### src/mulConfigPkg.sv
package mulConfigPkg;

	// operand width the top level builds with
	// must stay even so that radix-4 mode can pair the multiplier bits
	localparam int defaultOperandWidth = 32;

	// codes of the mode input, sampled only when a multiply starts

	// one multiplier bit retired per step
	localparam logic modeRadix2 = 1'b0;

	// two multiplier bits retired per step
	localparam logic modeRadix4 = 1'b1;

endpackage

### src/boothPkg.sv
package boothPkg;

	// a Booth digit travels as three flags
	// zero flag set means no multiple is added at all
	// negate flag set means the multiple is subtracted
	// double flag set means twice the multiplicand is used
	// all flags clear is plain +1 times the multiplicand

	// bit position of the zero flag
	localparam int digitZero = 0;

	// bit position of the negate flag
	localparam int digitNegate = 1;

	// bit position of the double flag
	localparam int digitDouble = 2;

	// extra high bits in the partial-product half
	// needed so that -2 times the most negative multiplicand does not wrap
	localparam int guardBits = 2;

endpackage

### src/mulControl.sv
module mulControl #(
	parameter int operandWidth = 32
) (
	input  logic clk,
	input  logic rstN,
	input  logic enable,
	input  logic mode,
	output logic load,
	output logic step,
	output logic shiftTwo,
	output logic finish,
	output logic busy,
	output logic done
);

	// the counter only has to reach the index of the last step
	localparam int countWidth = $clog2(operandWidth);

	// index of the last step for each mode
	localparam logic [countWidth-1:0] lastRadix2 = countWidth'(operandWidth - 1);
	localparam logic [countWidth-1:0] lastRadix4 = countWidth'(operandWidth / 2 - 1);

	// FSM state codes
	localparam logic [1:0] stateIdle = 2'd0;
	localparam logic [1:0] stateRun = 2'd1;
	localparam logic [1:0] stateFinish = 2'd2;

	logic [1:0] state;
	logic [countWidth-1:0] stepCount;
	logic [countWidth-1:0] lastIndex;
	logic lastStep;

	// step limit follows the mode latched at start
	assign lastIndex = shiftTwo ? lastRadix4 : lastRadix2;
	assign lastStep = (stepCount == lastIndex);

	// operands are taken on the same edge that sees enable while idle
	assign load = (state == stateIdle) && enable;

	// one step per cycle while running
	assign step = (state == stateRun);

	// finish is the cycle right before the capture edge
	assign finish = (state == stateFinish);

	// an enable seen here is ignored
	assign busy = (state != stateIdle);

	always_ff @(posedge clk)
	begin
		if (!rstN)
		begin
			state <= stateIdle;
			stepCount <= '0;
			shiftTwo <= 1'b0;
			done <= 1'b0;
		end
		else
		begin
			// done is a single-cycle pulse
			done <= 1'b0;
			case (state)
				stateIdle:
				begin
					if (load)
					begin
						state <= stateRun;
						stepCount <= '0;
						case (mode)
							mulConfigPkg::modeRadix2:
								shiftTwo <= 1'b0;
							mulConfigPkg::modeRadix4:
								shiftTwo <= 1'b1;
						endcase
					end
				end
				stateRun:
				begin
					stepCount <= stepCount + countWidth'(1);
					if (lastStep)
					begin
						state <= stateFinish;
					end
				end
				stateFinish:
				begin
					// product is captured on this same edge
					done <= 1'b1;
					state <= stateIdle;
				end
				default:
				begin
					state <= stateIdle;
				end
			endcase
		end
	end

endmodule

### src/boothRecoder.sv
module boothRecoder (
	input  logic [2:0] lowBits,
	input  logic       shiftTwo,
	output logic [2:0] digit
);

	logic isZero;
	logic isNegate;
	logic isDouble;

	always_comb
	begin
		isZero = 1'b0;
		isNegate = 1'b0;
		isDouble = 1'b0;
		if (shiftTwo)
		begin
			// overlapping triplet of b[i+1], b[i], b[i-1]
			case (lowBits)
				3'b000,
				3'b111:
					{isZero, isNegate, isDouble} = 3'b100;
				3'b001,
				3'b010:
					{isZero, isNegate, isDouble} = 3'b000;
				3'b011:
					{isZero, isNegate, isDouble} = 3'b001;
				3'b100:
					{isZero, isNegate, isDouble} = 3'b011;
				3'b101,
				3'b110:
					{isZero, isNegate, isDouble} = 3'b010;
				default:
					{isZero, isNegate, isDouble} = 3'b100;
			endcase
		end
		else
		begin
			// current bit and the one below it, top bit of the triplet unused
			case (lowBits[1:0])
				2'b01:
					{isZero, isNegate, isDouble} = 3'b000;
				2'b10:
					{isZero, isNegate, isDouble} = 3'b010;
				default:
					{isZero, isNegate, isDouble} = 3'b100;
			endcase
		end
	end

	// pack the flags at their digit positions
	assign digit[boothPkg::digitZero] = isZero;
	assign digit[boothPkg::digitNegate] = isNegate;
	assign digit[boothPkg::digitDouble] = isDouble;

endmodule

### src/boothAccumulator.sv
module boothAccumulator #(
	parameter int operandWidth = 32
) (
	input  logic                           clk,
	input  logic                           rstN,
	input  logic                           load,
	input  logic                           step,
	input  logic                           shiftTwo,
	input  logic [2:0]                     digit,
	input  logic signed [operandWidth-1:0] a,
	input  logic signed [operandWidth-1:0] b,
	output logic [2:0]                     lowBits,
	output logic [2*operandWidth-1:0]      accWord
);

	// high half carries the guard bits
	localparam int highWidth = operandWidth + boothPkg::guardBits;

	// high half, multiplier half and the extra bit below the multiplier
	localparam int regWidth = highWidth + operandWidth + 1;

	logic signed [operandWidth-1:0] multiplicand;
	logic signed [regWidth-1:0] accReg;
	logic signed [highWidth-1:0] highHalf;
	logic signed [highWidth-1:0] singleMult;
	logic signed [highWidth-1:0] multiple;
	logic signed [highWidth-1:0] partialSum;
	logic signed [regWidth-1:0] summed;

	assign highHalf = accReg[regWidth-1 -: highWidth];

	// multiplicand sign extended into the guard bits
	assign singleMult = {{boothPkg::guardBits{multiplicand[operandWidth-1]}}, multiplicand};

	// pick 0, 1x or 2x of the multiplicand
	always_comb
	begin
		if (digit[boothPkg::digitZero])
		begin
			multiple = '0;
		end
		else if (digit[boothPkg::digitDouble])
		begin
			multiple = singleMult <<< 1;
		end
		else
		begin
			multiple = singleMult;
		end
	end

	// add or subtract into the high half
	assign partialSum = digit[boothPkg::digitNegate] ? highHalf - multiple
		: highHalf + multiple;

	// register image after the add, before the shift
	assign summed = {partialSum, accReg[operandWidth:0]};

	always_ff @(posedge clk)
	begin
		if (!rstN)
		begin
			multiplicand <= '0;
			accReg <= '0;
		end
		else if (load)
		begin
			multiplicand <= a;
			// high half cleared, multiplier with a zero bit below it
			accReg <= {{highWidth{1'b0}}, b, 1'b0};
		end
		else if (step)
		begin
			// arithmetic shift keeps the partial product's sign
			accReg <= shiftTwo ? (summed >>> 2) : (summed >>> 1);
		end
	end

	// next multiplier bits for the recoder
	assign lowBits = accReg[2:0];

	// after the last shift the product sits just above the extra bit
	assign accWord = accReg[2*operandWidth:1];

endmodule

### src/resultRegister.sv
module resultRegister #(
	parameter int operandWidth = 32
) (
	input  logic                             clk,
	input  logic                             rstN,
	input  logic                             finish,
	input  logic [2*operandWidth-1:0]        accWord,
	output logic signed [2*operandWidth-1:0] product,
	output logic                             overflow
);

	// upper half plus the sign bit of the lower word
	logic [operandWidth:0] upperBits;
	logic fitsWord;

	assign upperBits = accWord[2*operandWidth-1:operandWidth-1];

	// fits when every one of those bits agrees with the sign
	assign fitsWord = (&upperBits) || !(|upperBits);

	always_ff @(posedge clk)
	begin
		if (!rstN)
		begin
			product <= '0;
			overflow <= 1'b0;
		end
		else if (finish)
		begin
			product <= $signed(accWord);
			overflow <= !fitsWord;
		end
	end

endmodule

### src/boothMultiplier.sv
module boothMultiplier #(
	parameter int operandWidth = mulConfigPkg::defaultOperandWidth
) (
	input  logic                             clk,
	input  logic                             rstN,
	input  logic                             enable,
	input  logic                             mode,
	input  logic signed [operandWidth-1:0]   a,
	input  logic signed [operandWidth-1:0]   b,
	output logic signed [2*operandWidth-1:0] product,
	output logic                             overflow,
	output logic                             busy,
	output logic                             done
);

	// strobes from the controller
	logic load;
	logic step;
	logic shiftTwo;
	logic finish;

	// datapath wires
	logic [2:0] lowBits;
	logic [2:0] digit;
	logic [2*operandWidth-1:0] accWord;

	mulControl #(
		.operandWidth(operandWidth)
	) control0 (
		.clk(clk),
		.rstN(rstN),
		.enable(enable),
		.mode(mode),
		.load(load),
		.step(step),
		.shiftTwo(shiftTwo),
		.finish(finish),
		.busy(busy),
		.done(done)
	);

	// radix-2 or radix-4 digit from the low register bits
	boothRecoder recoder0 (
		.lowBits(lowBits),
		.shiftTwo(shiftTwo),
		.digit(digit)
	);

	boothAccumulator #(
		.operandWidth(operandWidth)
	) accumulator0 (
		.clk(clk),
		.rstN(rstN),
		.load(load),
		.step(step),
		.shiftTwo(shiftTwo),
		.digit(digit),
		.a(a),
		.b(b),
		.lowBits(lowBits),
		.accWord(accWord)
	);

	// product and overflow held until the next operation ends
	resultRegister #(
		.operandWidth(operandWidth)
	) result0 (
		.clk(clk),
		.rstN(rstN),
		.finish(finish),
		.accWord(accWord),
		.product(product),
		.overflow(overflow)
	);

endmodule

### config.mk
export PLATFORM = sky130hd
export DESIGN_NAME = boothMultiplier
export DESIGN_NICKNAME = d
export VERILOG_FILES = /design/src/mulConfigPkg.sv /design/src/boothPkg.sv /design/src/mulControl.sv /design/src/boothRecoder.sv /design/src/boothAccumulator.sv /design/src/resultRegister.sv /design/src/boothMultiplier.sv
export SDC_FILE = /design/constraint.sdc
export NUM_CORES = 1
export LEC_CHECK = 0
export BUFFER_PORTS_ARGS = -buffer_cell sky130_fd_sc_hd__buf_2
export CORE_MARGIN = 5
export CORE_UTILIZATION = 50
export DETAILED_ROUTE_END_ITERATION = 8
export PLACE_DENSITY = 0.69
export SYNTH_ARGS = -nofsm -noshare
export SYNTH_HDL_FRONTEND = slang
export SYNTH_SLANG_ARGS = --single-unit
### constraint.sdc
create_clock -name clk -period 14.29 [get_ports clk]
set_input_delay 1.429 -clock clk [delete_from_list [all_inputs] [get_ports clk]]
set_output_delay 1.429 -clock clk [all_outputs]
set_load 0.01 [all_outputs]
# Word-level counts from Yosys, hierarchy flattened
# Memories as Yosys holds them, arrays and structs flattened.
# Cells that the tools add are included.
[word_totals]
ff_bits = 172
inputBits = 68
mem_count = 1
rom_bits = 24
out_inout_bits = 67
latch_bits = 0
ramBits = 0
[memory_table]
columns = ["name", "words", "width", "read_ports", "rd_ports_with_merged_regs", "wr", "line_no", "text"]
rows = [
  ["(no name shown)", 8, 3, 1, 0, 0, "boothRecoder.sv:19", "case (lowBits)"],
]
[op_classes]
order_cmp = 0
n_reduce_logical = 15
n_eq_ne = 7
mux = 19
n_mul = 0
bitwise_logic = 2
n_div = 0
shift = 0
add_sub_neg = 3
[ops]
columns = ["op", "n"]
rows = [
  ["$mux 34", 2],
  ["$mux 33", 2],
  ["$mux 65", 1],
  ["$add 33x34->34", 1],
  ["$sub 33x34->34", 1],
  ["$reduce_and 33->1", 1],
  ["$reduce_or 33->1", 1],
  ["$mux 32", 1],
  ["$mux 5", 2],
  ["$pmux 5 s2", 1],
  ["$mux 1", 6],
  ["$reduce_and 2->1", 3],
  ["$reduce_bool 2->1", 3],
  ["$add 5x1->5 const B", 1],
  ["$eq 5x5->1", 1],
  ["$eq 2x1->1 const B", 2],
  ["$eq 2x2->1 const B", 2],
  ["$mux 2", 2],
  ["$pmux 2 s2", 1],
  ["$reduce_or 2->1", 2],
  ["$logic_not 1->1", 2],
  ["$logic_not 2->1", 1],
  ["$ne 2x1->1 const B", 1],
  ["$ne 2x2->1 const B", 1],
  ["other kinds (4)", 5],
]

# Logic depth before layout (Yosys ltp)
# Gate-level depths: netlist (run 1).
[logic_depth]
ltp_word = 10
mapped_depth = 27
depth_no_buf = 24

# Hierarchy
# Synthesis (run 1) repeated with hierarchy kept, for this count alone.
[hier_totals]
cells_unflattened = 1396
hier_area_um2 = 11439.7
[modules_own_cells]
columns = ["module", "area_per_inst_um2", "n_inst", "cells_per_inst"]
rows = [
  ["boothAccumulator", 8323.0, 1, 1102],
  ["resultRegister", 2576.2, 1, 233],
  ["mulControl", 420.4, 1, 46],
  ["boothRecoder", 120.1, 1, 15],
]

# Least setup slack after synthesis (run 1)
# Ideal clock, no wire load.
[synth_path]
path_kind = "register to register"
start = "register accumulator0.accReg[1]"
end = "register, netlist name accumulator0.accReg[65]"
stages_incl_launch_ff = 24
slack_ps = 8552
path_buffers = 5
arrival_time_ps = 5600
cell_sequence = "dfxtp_1 > ha_1 > mux2_4 > nand2_1 > clkbuf_1 > clkbuf_1 > buf_1 > clkbuf_1 > nand3_1 > ha_1 > nand2_1 > or4b_4 > or2_4 > or3_4 > o21ai_0 > a22oi_1 > ha_1 > clkbuf_1 > a2111o_1 > nor4_1 > a21oi_1 > a211oi_1 > mux2i_1 > a41oi_1"
[synth_via]
elab_chain_cells = 7
[synth_rtl]
columns = ["element", "line_no", "text"]
rows = [
  ["from (decl)", "boothAccumulator.sv:23", "logic signed [regWidth-1:0] accReg;"],
  ["from (signal assigned)", "boothAccumulator.sv:70", "accReg <= {{highWidth{1'b0}}, b, 1'b0};"],
  ["from (signal assigned)", "boothAccumulator.sv:75", "accReg <= shiftTwo ? (summed >>> 2) : (summed >>> 1);"],
  ["parallel branches: the longest is 6 deep, another holds $add 33x34->34", "n/a", ""],
  ["$mux 34 (*)", "boothAccumulator.sv:53", "assign partialSum = digit[boothPkg::digitNegate] ? highHalf - multiple"],
]
# Mark *: on every way between the ends.
# A chain may end at the register's enable or synchronous reset.

# Worst setup path after layout (run 1)
[layout_path]
start = "register control0.shiftTwo"
end = "register accumulator0.accReg[62]"
[layout_via]
elab_chain_cells = 6
[layout_rtl]
columns = ["element", "line_no", "text"]
rows = [
  ["from (decl)", "mulControl.sv:10", "output logic shiftTwo,"],
  ["from (signal assigned)", "mulControl.sv:55", "shiftTwo <= 1'b0;"],
  ["from (signal assigned)", "mulControl.sv:71", "shiftTwo <= 1'b0;"],
  ["from (signal assigned)", "mulControl.sv:73", "shiftTwo <= 1'b1;"],
  ["$mux 1", "boothRecoder.sv:16", "if (shiftTwo)"],
  ["$mux 32", "boothAccumulator.sv:42", "else if (digit[boothPkg::digitDouble])"],
  ["$mux 34", "boothAccumulator.sv:38", "if (digit[boothPkg::digitZero])"],
  ["$add 33x34->34 or $sub 33x34->34 (tied branches)", "boothAccumulator.sv:54, boothAccumulator.sv:53", ""],
  ["$mux 34", "boothAccumulator.sv:53", ""],
  ["$mux 65 (*)", "boothAccumulator.sv:75", ""],
]
# Every way passes the cells marked *; elsewhere a longest branch is shown, timed or not.

==> run metrics, run 1 <==
half-perimeter wire length of the detailed placement result=20900 um; CTS tree=yes; cell-by-cell listing of the critical path=buf_4 > nand2_1 > buf_4 > nand2_1 > nand2_1 > nand2_1 > ha_1 > nand2_1 > or4b_4 > or2_4 > o21ai_0 > a21oi_1 > ha_1 > nand2_1 > o21ai_0 > a2111oi_0 > a221oi_1 > a2111oi_0 > o31ai_1 > xor2_1 > nor3_1 > nor3_1; Post-Synthesis Cells=1425; nature of the critical path startpoint=flip-flop; critical hold path startpoint=result0.product[12]; number of library cell types mapped by synthesis=71; type of the worst setup path=reg2reg; vias in the first global route=9327; aggregate negative setup slack=0 ns; Worst Reg-to-Reg Cells=22; total I/O pin count=135; number of nets in the finished design=1600; syn_nets=1534; synthesis-to-layout area growth=12.5%; critical path peak fanout=54; clock-pin slew of the registers on the worst-case setup and hold paths=0.07 ns; Primary FF master, synth=dfxtp_1; crit end category=flip-flop; gr ovfl total=0; Clock Path Buffers=2; proportion of synthesized flip-flops having asynchronous set or reset=0%; class of the tightest hold or removal check=reg2reg; sum of internal, switching and leakage power=1560 uW; number of antenna violations at the first check in global routing=1; Buffers on Ports=134; synthesized flop and latch total=172; total routed wirelength=29300 um; clock tree root driver cell=clkbuf_16; Critical Path Slowest Stage Cell=a2111oi_0; std cell rows=53; outcome=finished clean; launching instance or port of the critical path=control0.shiftTwo; delay of the slowest cell on the worst path=0.94 ns; launch point of the worst reg-to-reg path=control0.shiftTwo; Worst Hold End=result0.product[12]; post-CTS resize count=0; wire length of the first global-routing pass=48100 um; Core Area=0.0212 mm2; clock sink count=172; H-tree levels=4; post-CTS repair timing setup buffer count=0; maximum VDD drop=79.5 uV; final critical delay including setup and external delays=6.82 ns; total global routing track utilization=23.6%; maximum number of pins on one net before global-route repair=80; top library cells by usage in the layout, fill and taps aside=298 x nand2_1, 171 x dfxtp_1, 133 x buf_2, 110 x nor2_1, 104 x a21oi_1; RSZ-0062 raised after global routing=no; number of remaining DRC errors=0; number of synthesized flops with an enable pin=0; number of nets still failing antenna checks after routing=0; starting density of the core=51.0%; cell type with the highest occurrence count on the critical path=nand2_1; count of final setup violators=0; count of cells along the worst hold path=2; DRC violation total after the first TritonRoute iteration=921; sequential element share of the synthesized area=31.9%; Slew Limit Headroom=18.0%; count of final hold-check violations=0; Req. time, crit path=14.64 ns; R2R setup slack=7.47 ns; register cell area after layout=0.00345 mm2; fraction of final layout cells sized beyond drive strength 1=13.7%; Setup WS pre-CTS=7.65 ns; Vias=10359; Tightest Pin Transition=1.23 ns; Post-Synthesis Cell Area=0.0108 mm2; number of buffers inserted during clock tree synthesis=17; number of warning messages in the yosys log=0; Max Slew Vio Count=0; number of buffers inserted for hold repair after clock tree synthesis=0; DR vias/cell=5.82; detailed-routing iteration count for the pre-antenna-repair pass=7; capture point of the worst reg-to-reg path=accumulator0.accReg[62]; most frequent standard cell in the layout excluding fill and tap cells=nand2_1; max-cap violation count=0; min setup slack post-route=7.47 ns; die width=157 um; top achievable clock speed=147 MHz; clock skew=0.0137 ns; die area=0.0246 mm2; FILL cells=2041; clock insertion delay at the later pin of the skew report=0.43 ns; average wire per cell in the routed design=16.4 um; fin crit share=47.7%; mean area per synthesized cell=7.57 um2; weighted congestion reported at the end of routability-driven placement=0.954; arrival time at the worst endpoint=7.17 ns; total power divided by cell area=128 mW/mm2; overall die height=157 um; area of the multi-input gates=0.00690 mm2; leakage power=0.00481 uW
==> power breakdown <==
group	internal [uW]	switching [uW]
clock	234	221
combinational	230	335
sequential	502	36.5
total	965	592
==> area by class of cell <==
| type | count | share of cell area [%] |
|---|---|---|
| Antenna cell | 1 | 0.0206 |
| Clock buffer | 18 | 3.54 |
| Multi-Input combinational cell | 1132 | 56.9 |
| Sequential cell | 172 | 28.4 |
| Inverter | 21 | 0.650 |
| Timing Repair Buffer | 147 | 6.36 |
| Tap cell | 275 | 2.84 |
| Clock inverter | 14 | 1.23 |
==> metal layers <==
layer	GRT usage [%]	wire [um]	vias up
met5	0	0	-
met3	3.76	1780	21
met1	36.4	14700	4818
li1	-	-	5220
met2	34.2	12500	300
met4	5.33	299	0
==> critical path: cells and delay by family, from the launching register on <==
kind	cells	cell delay (ns)
compound gates	7	2.31
xor+xnor	1	0.21
fa+ha+maj	2	0.65
buf+inv	2	1.08
flops	1	0.57
simple gates	10	1.83
==> cells in the mapped netlist (4+ instances only) <==
cell / count / area, um2
xnor2_1: 23 / 201
buf_1: 13 / 48.8
a221oi_1: 28 / 245
nor2b_1: 35 / 219
o21a_1: 8 / 60.1
and3_1: 4 / 25.0
clkbuf_1: 80 / 300
o31ai_1: 6 / 45.0
nand2_1: 298 / 1120
inv_1: 21 / 78.8
a311oi_1: 5 / 43.8
a31oi_1: 17 / 106
or3_1: 7 / 43.8
o22ai_1: 4 / 25.0
o211ai_1: 12 / 90.1
mux2i_1: 52 / 521
buf_2: 5 / 25.0
dfxtp_1: 172 / 3440
nor4_1: 18 / 113
nand4_1: 17 / 106
and2_1: 10 / 62.6
nand3_1: 18 / 90.1
a2111oi_0: 4 / 35.0
a21o_1: 16 / 120
o21ai_0: 60 / 300
ha_1: 40 / 500
nor2_1: 111 / 417
a21oi_1: 104 / 521
nor3_1: 16 / 80.1
nand2b_1: 5 / 31.3
xor2_1: 23 / 201
a211oi_1: 28 / 210
o2111ai_1: 4 / 35.0
a21boi_0: 103 / 773
==> sequential cells by signal, indices dropped and copies added (netlist names) <==
signal,count
control0.state,2
control0.stepCount,5
result0.overflow,1
control0.done,1
result0.product,64
control0.shiftTwo,1
accumulator0.multiplicand,32
accumulator0.accReg,66
==> cell families after synthesis <==
kind of cell,Yosys count,synth area share (%)
buffers and inverters,121,4.38
AO/OA/AOI/OAI,431,27.0
AND/OR/NAND/NOR,559,22.9
flip-flops,172,31.9
multiplexers,55,5.18
XOR/XNOR,46,3.74
adder cells (fa/ha/maj),41,4.83
==> through the flow <==
| stage | std cells | utilization, % | hold slack (ns) | cell area [um2] |
|---|---|---|---|---|
| 6_report | 1780 | 57.3 | 0.461 | 12100 |
| 5_1_grt | 1780 | 57.3 | 0.477 | 12100 |
| 3_5_place_dp | 1747 | 54.6 | 0.455 | 11500 |
| 3_3_place_gp | 1747 | 54.6 | 0.449 | 11500 |
| 2_1_floorplan | 1425 | - | 0.444 | 10800 |
| 4_1_cts | 1779 | 57.3 | 0.465 | 12100 |
==> how the worst max path moves through the flow <==
| stage | endpoint | slack [ns] | depth (start not counted) |
|---|---|---|---|
| finish | accumulator0.accReg[62] | 7.47 | 22 |
| global route | accumulator0.accReg[65] | 7.01 | 19 |
| CTS | accumulator0.accReg[65] | 7.63 | 19 |
| detailed placement | accumulator0.accReg[65] | 7.65 | 19 |
| global placement | accumulator0.accReg[62] | 7.77 | 22 |
| floorplan | accumulator0.accReg[65] | 8.55 | 23 |
Power figures use the tool's default switching activity.
==> run 2, diff against run 1 <==
--- a/config.mk
+++ b/config.mk
@@ -5,6 +5,7 @@
 export SDC_FILE = /design/constraint.sdc
 export NUM_CORES = 1
 export LEC_CHECK = 0
+export ABC_AREA = 1
 export BUFFER_PORTS_ARGS = -buffer_cell sky130_fd_sc_hd__buf_2
 export CORE_MARGIN = 5
 export CORE_UTILIZATION = 50
==> constraint.sdc (replaced) <==
create_clock -name clk -period 6.6 [get_ports clk]
set_input_delay 0.66 -clock clk [delete_from_list [all_inputs] [get_ports clk]]
set_output_delay 0.66 -clock clk [all_outputs]
set_load 0.01 [all_outputs]
==> run 2 against run 1 <==
Net effect:
- cell count up 12%
- combinational power up 140%
- core utilization is essentially flat
- power grew 130%
- clock power is 130% higher
- clock-buffer cell count is 1 lower
- clock skew down 0.0017 ns
- hold slack hardly changed
- sequential power is 110% higher
==> run metrics, run 2 <==
outcome=finished clean; top cells by count, synth=315 x nand2_1, 182 x inv_1, 175 x nor2_1; Clock Path Buffers=2 (unchanged); clock sink count=172 (unchanged); synthesized flop and latch total=172 (unchanged); Setup WS pre-CTS=0.946 ns (-6.70 ns); register cell area after layout=0.00344 mm2 (about the same); type of the worst setup path=reg2reg; min setup slack post-route=0.901 ns (-6.57 ns); capture point of the worst reg-to-reg path=accumulator0.accReg[60]; end-of-flow core utilization=57.3% (about the same); number of nets in the finished design=1817 (+14%); sum of internal, switching and leakage power=3520 uW (+130%); launch point of the worst reg-to-reg path=accumulator0.accReg[1]; DRC violation total after the first TritonRoute iteration=863 (-6.3%); class of the tightest hold or removal check=in2reg; total routed wirelength=31400 um (+7.1%); wire length of the first global-routing pass=52000 um (+8.1%); delay of the slowest cell on the worst path=0.68 ns (-0.26 ns); fin crit share=86.4% (+39 points); Buffers on Ports=134 (unchanged); RSZ-0062 raised after global routing=no; detailed-routing iteration count for the pre-antenna-repair pass=5 (-2); top achievable clock speed=175 MHz (+20%); Primary FF master, synth=dfxtp_1; share of the synthesized area in the top cell type=32.1% (+0.18 points); number of antenna violations at the first check in global routing=2 (+1); nature of the critical path startpoint=flip-flop; mean area per synthesized cell=6.58 um2 (-13%); registers with the highest flip-flop counts=accumulator0.accReg x66, result0.product x64, accumulator0.multiplicand x32; sequential element share of the synthesized area=32.1% (+0.18 points); total global routing track utilization=25.9% (+2.4 points); crit end category=flip-flop; max reg flops=66 (unchanged); Worst Reg-to-Reg Cells=25 (+14%); weighted congestion reported at the end of routability-driven placement=0.991 (+4.0%); Tightest Pin Transition=1.00 ns (-0.227 ns); Req. time, crit path=6.95 ns (-7.69 ns); area of the multi-input gates=0.00621 mm2 (-10%); die width=156 um (-0.27%); starting density of the core=50.8% (-0.13 points); number of buffers inserted during clock tree synthesis=17 (unchanged); H-tree levels=4 (unchanged); Post-Synthesis Cells=1628 (+14%); total power divided by cell area=292 mW/mm2 (+130%); number of nets still failing antenna checks after routing=0 (unchanged); most frequent standard cell in the layout excluding fill and tap cells=nand2_1; overall die height=156 um (-0.27%); Vias=10949 (+5.7%); number of library cell types mapped by synthesis=46 (-35%); cell accounting for the most synthesized area=dfxtp_1; critical path peak fanout=35 (-35%); Buf/Inv on CP=4 (+2); Max Slew Vio Count=0 (unchanged); R2R setup slack=0.90 ns (-6.57 ns); final critical delay including setup and external delays=5.70 ns (-1.12 ns); number of synthesized flops with an enable pin=0 (unchanged); Slew Limit Headroom=33.2% (+15 points); syn_nets=1737 (+13%); half-perimeter wire length of the detailed placement result=22900 um (+9.8%); Post-Synthesis Cell Area=0.0107 mm2 (-0.57%); maximum VDD drop=222 uV (+180%); vias in the first global route=10306 (+10%); register with the most flip-flops=accumulator0.accReg; count of final setup violators=0 (unchanged); DR vias/cell=5.48 (-5.8%); aggregate negative setup slack=0 ns (unchanged); FILL cells=2073 (+1.6%); top library cells by usage in the layout, fill and taps aside=314 x nand2_1, 181 x inv_1, 174 x nor2_1, 171 x dfxtp_1, 164 x o21ai_0; clock insertion delay at the later pin of the skew report=0.45 ns (+0.02 ns); gr ovfl total=0 (unchanged); Core Area=0.0211 mm2 (-0.31%); die area=0.0245 mm2 (-0.53%); final hold slack=0.462 ns (+0.000243 ns); post-CTS resize count=0 (unchanged); largest cells by area after synthesis=dfxtp_1 32%, nand2_1 11%, o21ai_0 7.7%, a21oi_1 7.2%, inv_1 6.4%; clock tree root driver cell=clkbuf_16; cell type with the highest occurrence count on the critical path=nand2_1; average wire per cell in the routed design=15.7 um (-4.5%); CTS tree=yes; cell with the most instances after synthesis=nand2_1; Worst path top cell family by delay=simple AND/OR/NAND/NOR gates; Critical Path Slowest Stage Cell=nand2_1; std cell rows=53 (unchanged); synthesis-to-layout area growth=12.7%; arrival time at the worst endpoint=6.05 ns (-1.12 ns); post-CTS repair timing setup buffer count=0 (unchanged); Stages on worst setup path=25 (+14%); critical hold path startpoint=a[0]; clock-pin slew of the registers on the worst-case setup and hold paths=0.08 ns (about the same); clock skew=0.0120 ns (-0.00171 ns); maximum number of pins on one net before global-route repair=96 (+20%); number of remaining DRC errors=0 (unchanged); Worst Hold End=accumulator0.multiplicand[0]; count of final hold-check violations=0 (unchanged); total I/O pin count=135 (unchanged); proportion of synthesized flip-flops having asynchronous set or reset=0% (unchanged); leakage power=0.00573 uW (+19%); number of buffers inserted for hold repair after clock tree synthesis=0 (unchanged); number of warning messages in the yosys log=0 (unchanged); count of cells along the worst hold path=3 (+1); max-cap violation count=0 (unchanged); fraction of final layout cells sized beyond drive strength 1=12.6% (-1.1 points)
## run 2: worst max-delay path by stage
| stage | slack [ns] | end | from |
|---|---|---|---|
| 3_5_place_dp | 0.95 | accumulator0.accReg[60] | accumulator0.accReg[1] |
| 5_1_grt | 0.30 | accumulator0.accReg[60] | accumulator0.accReg[1] |
| 4_1_cts | 0.90 | accumulator0.accReg[60] | accumulator0.accReg[1] |
| 3_3_place_gp | 1.06 | accumulator0.accReg[59] | accumulator0.accReg[1] |
| 2_1_floorplan | 2.73 | accumulator0.accReg[56] | accumulator0.accReg[1] |
| 6_report | 0.90 | accumulator0.accReg[60] | accumulator0.accReg[1] |
## run 2: where the power goes
part	switching (uW)	internal, uW	leakage [uW]
Combinational	890	440	0.00403
Clock	531	517	0.000295
Sequential	53.8	1090	0.00140
## run 2: cell families (layout without fill, tap and decap cells)
kind of cell               after synthesis  count (layout)  synth area share, %
other                                    0               1                    0
buffers and inverters                  272             365                 10.0
xor gates and xnor gates                50              50                 4.09
DFF                                    172             172                 32.1
AOI/OAI and AO/OA                      413             413                 21.4
and+or+nand+nor                        680             680                 27.5
adders and majority gates               41              41                 4.86
## run 2: worst min-delay path: cells and delay by family
kind / cells / cell delay (ns)
and+or+nand+nor: 1 / 0.08
buffers and inverters: 1 / 0.07
AOI/OAI and AO/OA: 1 / 0.07
## run 2: area by class of cell
class / instances / area share, %
Clock buffer: 17 / 3.52
Clock inverter: 15 / 1.60
Antenna cell: 1 / 0.0207
Inverter: 188 / 5.84
Multi-Input combinational cell: 1184 / 51.4
Sequential cell: 172 / 28.5
Timing Repair Buffer: 145 / 6.26
Tap cell: 275 / 2.85
## run 2: stage by stage
stage / area, um2 / std cells
global route: 12100 / 1996
global placement: 11500 / 1964
CTS: 12100 / 1996
finish: 12100 / 1997
detailed placement: 11500 / 1964
floorplan: 10700 / 1628
## run 2: layer usage
metal | track usage (%) | wire, um | up-vias
li1 | - | - | 5560
met1 | 35.2 | 14200 | 4998
met2 | 42.6 | 14500 | 344
met3 | 4.67 | 1980 | 43
met4 | 7.27 | 658 | 4
met5 | 0 | 23 | -
==> run 3, diff against run 2 <==
--- a/config.mk
+++ b/config.mk
@@ -5,8 +5,8 @@
 export SDC_FILE = /design/constraint.sdc
 export NUM_CORES = 1
 export LEC_CHECK = 0
-export ABC_AREA = 1
 export BUFFER_PORTS_ARGS = -buffer_cell sky130_fd_sc_hd__buf_2
+export CORE_ASPECT_RATIO = 0.8
 export CORE_MARGIN = 5
 export CORE_UTILIZATION = 50
 export DETAILED_ROUTE_END_ITERATION = 8
==> run 3 against run 2 <==
Net effect:
- sequential share of layout area shrank 0.25 points
- non-clock buffer count grew 6
- core utilization shrank 0.24 points
- fmax shrank 3.3%
- first-iteration DRC count grew 36%
- clock power is essentially flat
- critical path type unchanged
- highest routed layer is now met4
==> run metrics, run 3 (synthesis results as in run 1) <==
outcome=finished clean; capture point of the worst reg-to-reg path=accumulator0.accReg[65]; gr ovfl total=0 (unchanged); Req. time, crit path=6.86 ns (-0.09 ns); starting density of the core=50.4% (-0.41 points); final hold slack=0.463 ns (+0.000847 ns); overall die height=141 um (-9.6%); registers with the highest flip-flop counts=accumulator0.accReg x66, result0.product x64, accumulator0.multiplicand x32; Worst path top cell family by delay=simple AND/OR/NAND/NOR gates; wire length of the first global-routing pass=48500 um (-6.8%); post-CTS repair timing setup buffer count=0 (unchanged); number of buffers inserted for hold repair after clock tree synthesis=0 (unchanged); most frequent standard cell in the layout excluding fill and tap cells=nand2_1; aggregate negative setup slack=0 ns (unchanged); number of antenna violations at the first check in global routing=0 (-2); class of the tightest hold or removal check=reg2reg; nature of the critical path startpoint=flip-flop; fraction of final layout cells sized beyond drive strength 1=14.0% (+1.4 points); sum of internal, switching and leakage power=3480 uW (-1.3%); Vias=10415 (-4.9%); top achievable clock speed=170 MHz (-3.3%); total length of routed met2 wires=12100 um (-17%); Slew Limit Headroom=19.5% (-14 points); register with the most flip-flops=accumulator0.accReg; Critical Path Slowest Stage Cell=nor4_1; cell type with the highest occurrence count on the critical path=ha_1; count of final setup violators=0 (unchanged); weighted congestion reported at the end of routability-driven placement=0.955 (-3.6%); launch point of the worst reg-to-reg path=accumulator0.accReg[1]; leakage power=0.00485 uW (-15%); critical path peak fanout=17 (-51%); fin crit share=89.3% (+3.0 points); cell-by-cell listing of the critical path=inv_1 > ha_1 > mux2_2 > nand3_1 > ha_1 > nand2_1 > or4b_4 > nor4_1 > o21ai_0 > a22oi_1 > ha_1 > a2111o_1 > nor4_1 > a21oi_1 > a211oi_1 > mux2i_1 > a41oi_1; die area=0.0246 mm2 (+0.61%); vias in the first global route=9246 (-10%); clock sink count=172 (unchanged); arrival time at the worst endpoint=6.16 ns (+0.11 ns); delay of the slowest cell on the worst path=0.66 ns (-0.02 ns); DRC violation total after the first TritonRoute iteration=1176 (+36%); CTS tree=yes; Max Slew Vio Count=0 (unchanged); half-perimeter wire length of the detailed placement result=21200 um (-7.8%); top library cells by usage in the layout, fill and taps aside=298 x nand2_1, 171 x dfxtp_1, 133 x buf_2, 110 x nor2_1, 104 x a21oi_1; R2R setup slack=0.71 ns (-0.19 ns); launching instance or port of the critical path=accumulator0.accReg[1]; Tightest Pin Transition=1.21 ns (+0.204 ns); end-of-flow core utilization=57.0% (-0.24 points); die width=174 um (+11%); FILL cells=2008 (-3.1%); number of nets in the finished design=1604 (-12%); total global routing track utilization=23.6% (-2.3 points); clock tree root driver cell=clkbuf_16; Buf/Inv on CP=1 (-3); average wire per cell in the routed design=16.6 um (+6.0%); Worst Reg-to-Reg Cells=17 (-32%); RSZ-0062 raised after global routing=no; Clock Path Buffers=2 (unchanged); number of remaining DRC errors=0 (unchanged); Antenna Cells=0 (-1); H-tree levels=4 (unchanged); Worst Setup EP=accumulator0.accReg[65]; clock insertion delay at the later pin of the skew report=0.44 ns (about the same); type of the worst setup path=reg2reg; clock-pin slew of the registers on the worst-case setup and hold paths=0.07 ns (about the same); Buffers on Ports=134 (unchanged); Core Area=0.0214 mm2 (+1.4%); max reg flops=66 (unchanged); count of final hold-check violations=0 (unchanged); post-CTS resize count=0 (unchanged); top metal layer carrying routed signals=met4; max-cap violation count=0 (unchanged); detailed-routing iteration count for the pre-antenna-repair pass=5 (unchanged); number of buffers inserted during clock tree synthesis=17 (unchanged); crit end category=flip-flop; total power divided by cell area=285 mW/mm2 (-2.3%); Stages on worst setup path=17 (-32%); std cell rows=48 (-9.4%); maximum number of pins on one net before global-route repair=131 (+36%); maximum VDD drop=165 uV (-26%); wire length on met1=15200 um (+7.1%); total routed wirelength=29700 um (-5.3%); synthesis-to-layout area growth=13.1%; clock skew=0.0130 ns (+0.00106 ns); met3 wire length=2070 um (+4.5%); total I/O pin count=135 (unchanged); final critical delay including setup and external delays=5.89 ns (+0.195 ns); number of nets still failing antenna checks after routing=0 (unchanged); DR vias/cell=5.84 (+6.5%)
==> run 3: cell count changes in the layout (fill, tap and decap cells not counted), moves of 26 or more <==
| cell | delta |
|---|---|
| a211oi_1 | +26 |
| mux2i_1 | +51 |
| a21oi_1 | -50 |
| nor2b_1 | +33 |
| a21boi_0 | +102 |
| nor2_1 | -64 |
| inv_1 | -160 |
| o21ai_0 | -104 |
| nand3_1 | -101 |
==> run 3: worst min path at each step <==
stage | endpoint | depth (start not counted) | slack, ns | start
after floorplan | control0.stepCount[3] | 1 | 0.44 | control0.stepCount[3]
after global placement | result0.product[54] | 2 | 0.45 | result0.product[54]
after detailed placement | result0.product[20] | 2 | 0.46 | result0.product[20]
after CTS | accumulator0.accReg[32] | 2 | 0.46 | b[31]
after global routing | accumulator0.multiplicand[15] | 3 | 0.47 | a[15]
final | result0.product[59] | 2 | 0.46 | result0.product[59]
==> run 3: metrics by stage <==
stage                     cells  cell area, um2  worst slack [ns]
after floorplan            1425           10800             0.862
after global placement     1751           11600             0.999
after detailed placement   1751           11600             0.819
after CTS                  1783           12200             0.786
after global routing       1783           12200             0.240
final                      1783           12200             0.706
==> run 3: layout make-up <==
type                            instances  area, um2  area share [%]
Tap cell                              275        344            2.82
Timing Repair Buffer                  151        801            6.57
Sequential cell                       172       3450            28.3
Clock buffer                           19        453            3.71
Multi-Input combinational cell       1132       6900            56.6
Clock inverter                         13        171            1.41
Inverter                               21       78.8           0.646
==> run 3: worst reg2reg max path, stage by stage (launching register included) <==
cell	delay [ns]
dfxtp_1	0.46
inv_1	0.10
ha_1	0.36
mux2_2	0.42
nand3_1	0.18
ha_1	0.31
nand2_1	0.10
or4b_4	0.56
nor4_1	0.66
o21ai_0	0.20
a22oi_1	0.23
ha_1	0.36
a2111o_1	0.47
nor4_1	0.40
a21oi_1	0.19
a211oi_1	0.38
mux2i_1	0.23
a41oi_1	0.11
==> run 3: report_power, final <==
group,switching (uW),internal (uW)
combinational,732,503
sequential,77.7,1090
clock,483,597
total,1290,2190
==> run 3: metal layers <==
layer / vias to the layer above / GRT usage, %
met5: - / 0
met4: 0 / 4.83
met3: 31 / 4.32
met2: 391 / 33.6
met1: 4764 / 37.0
li1: 5229 / -
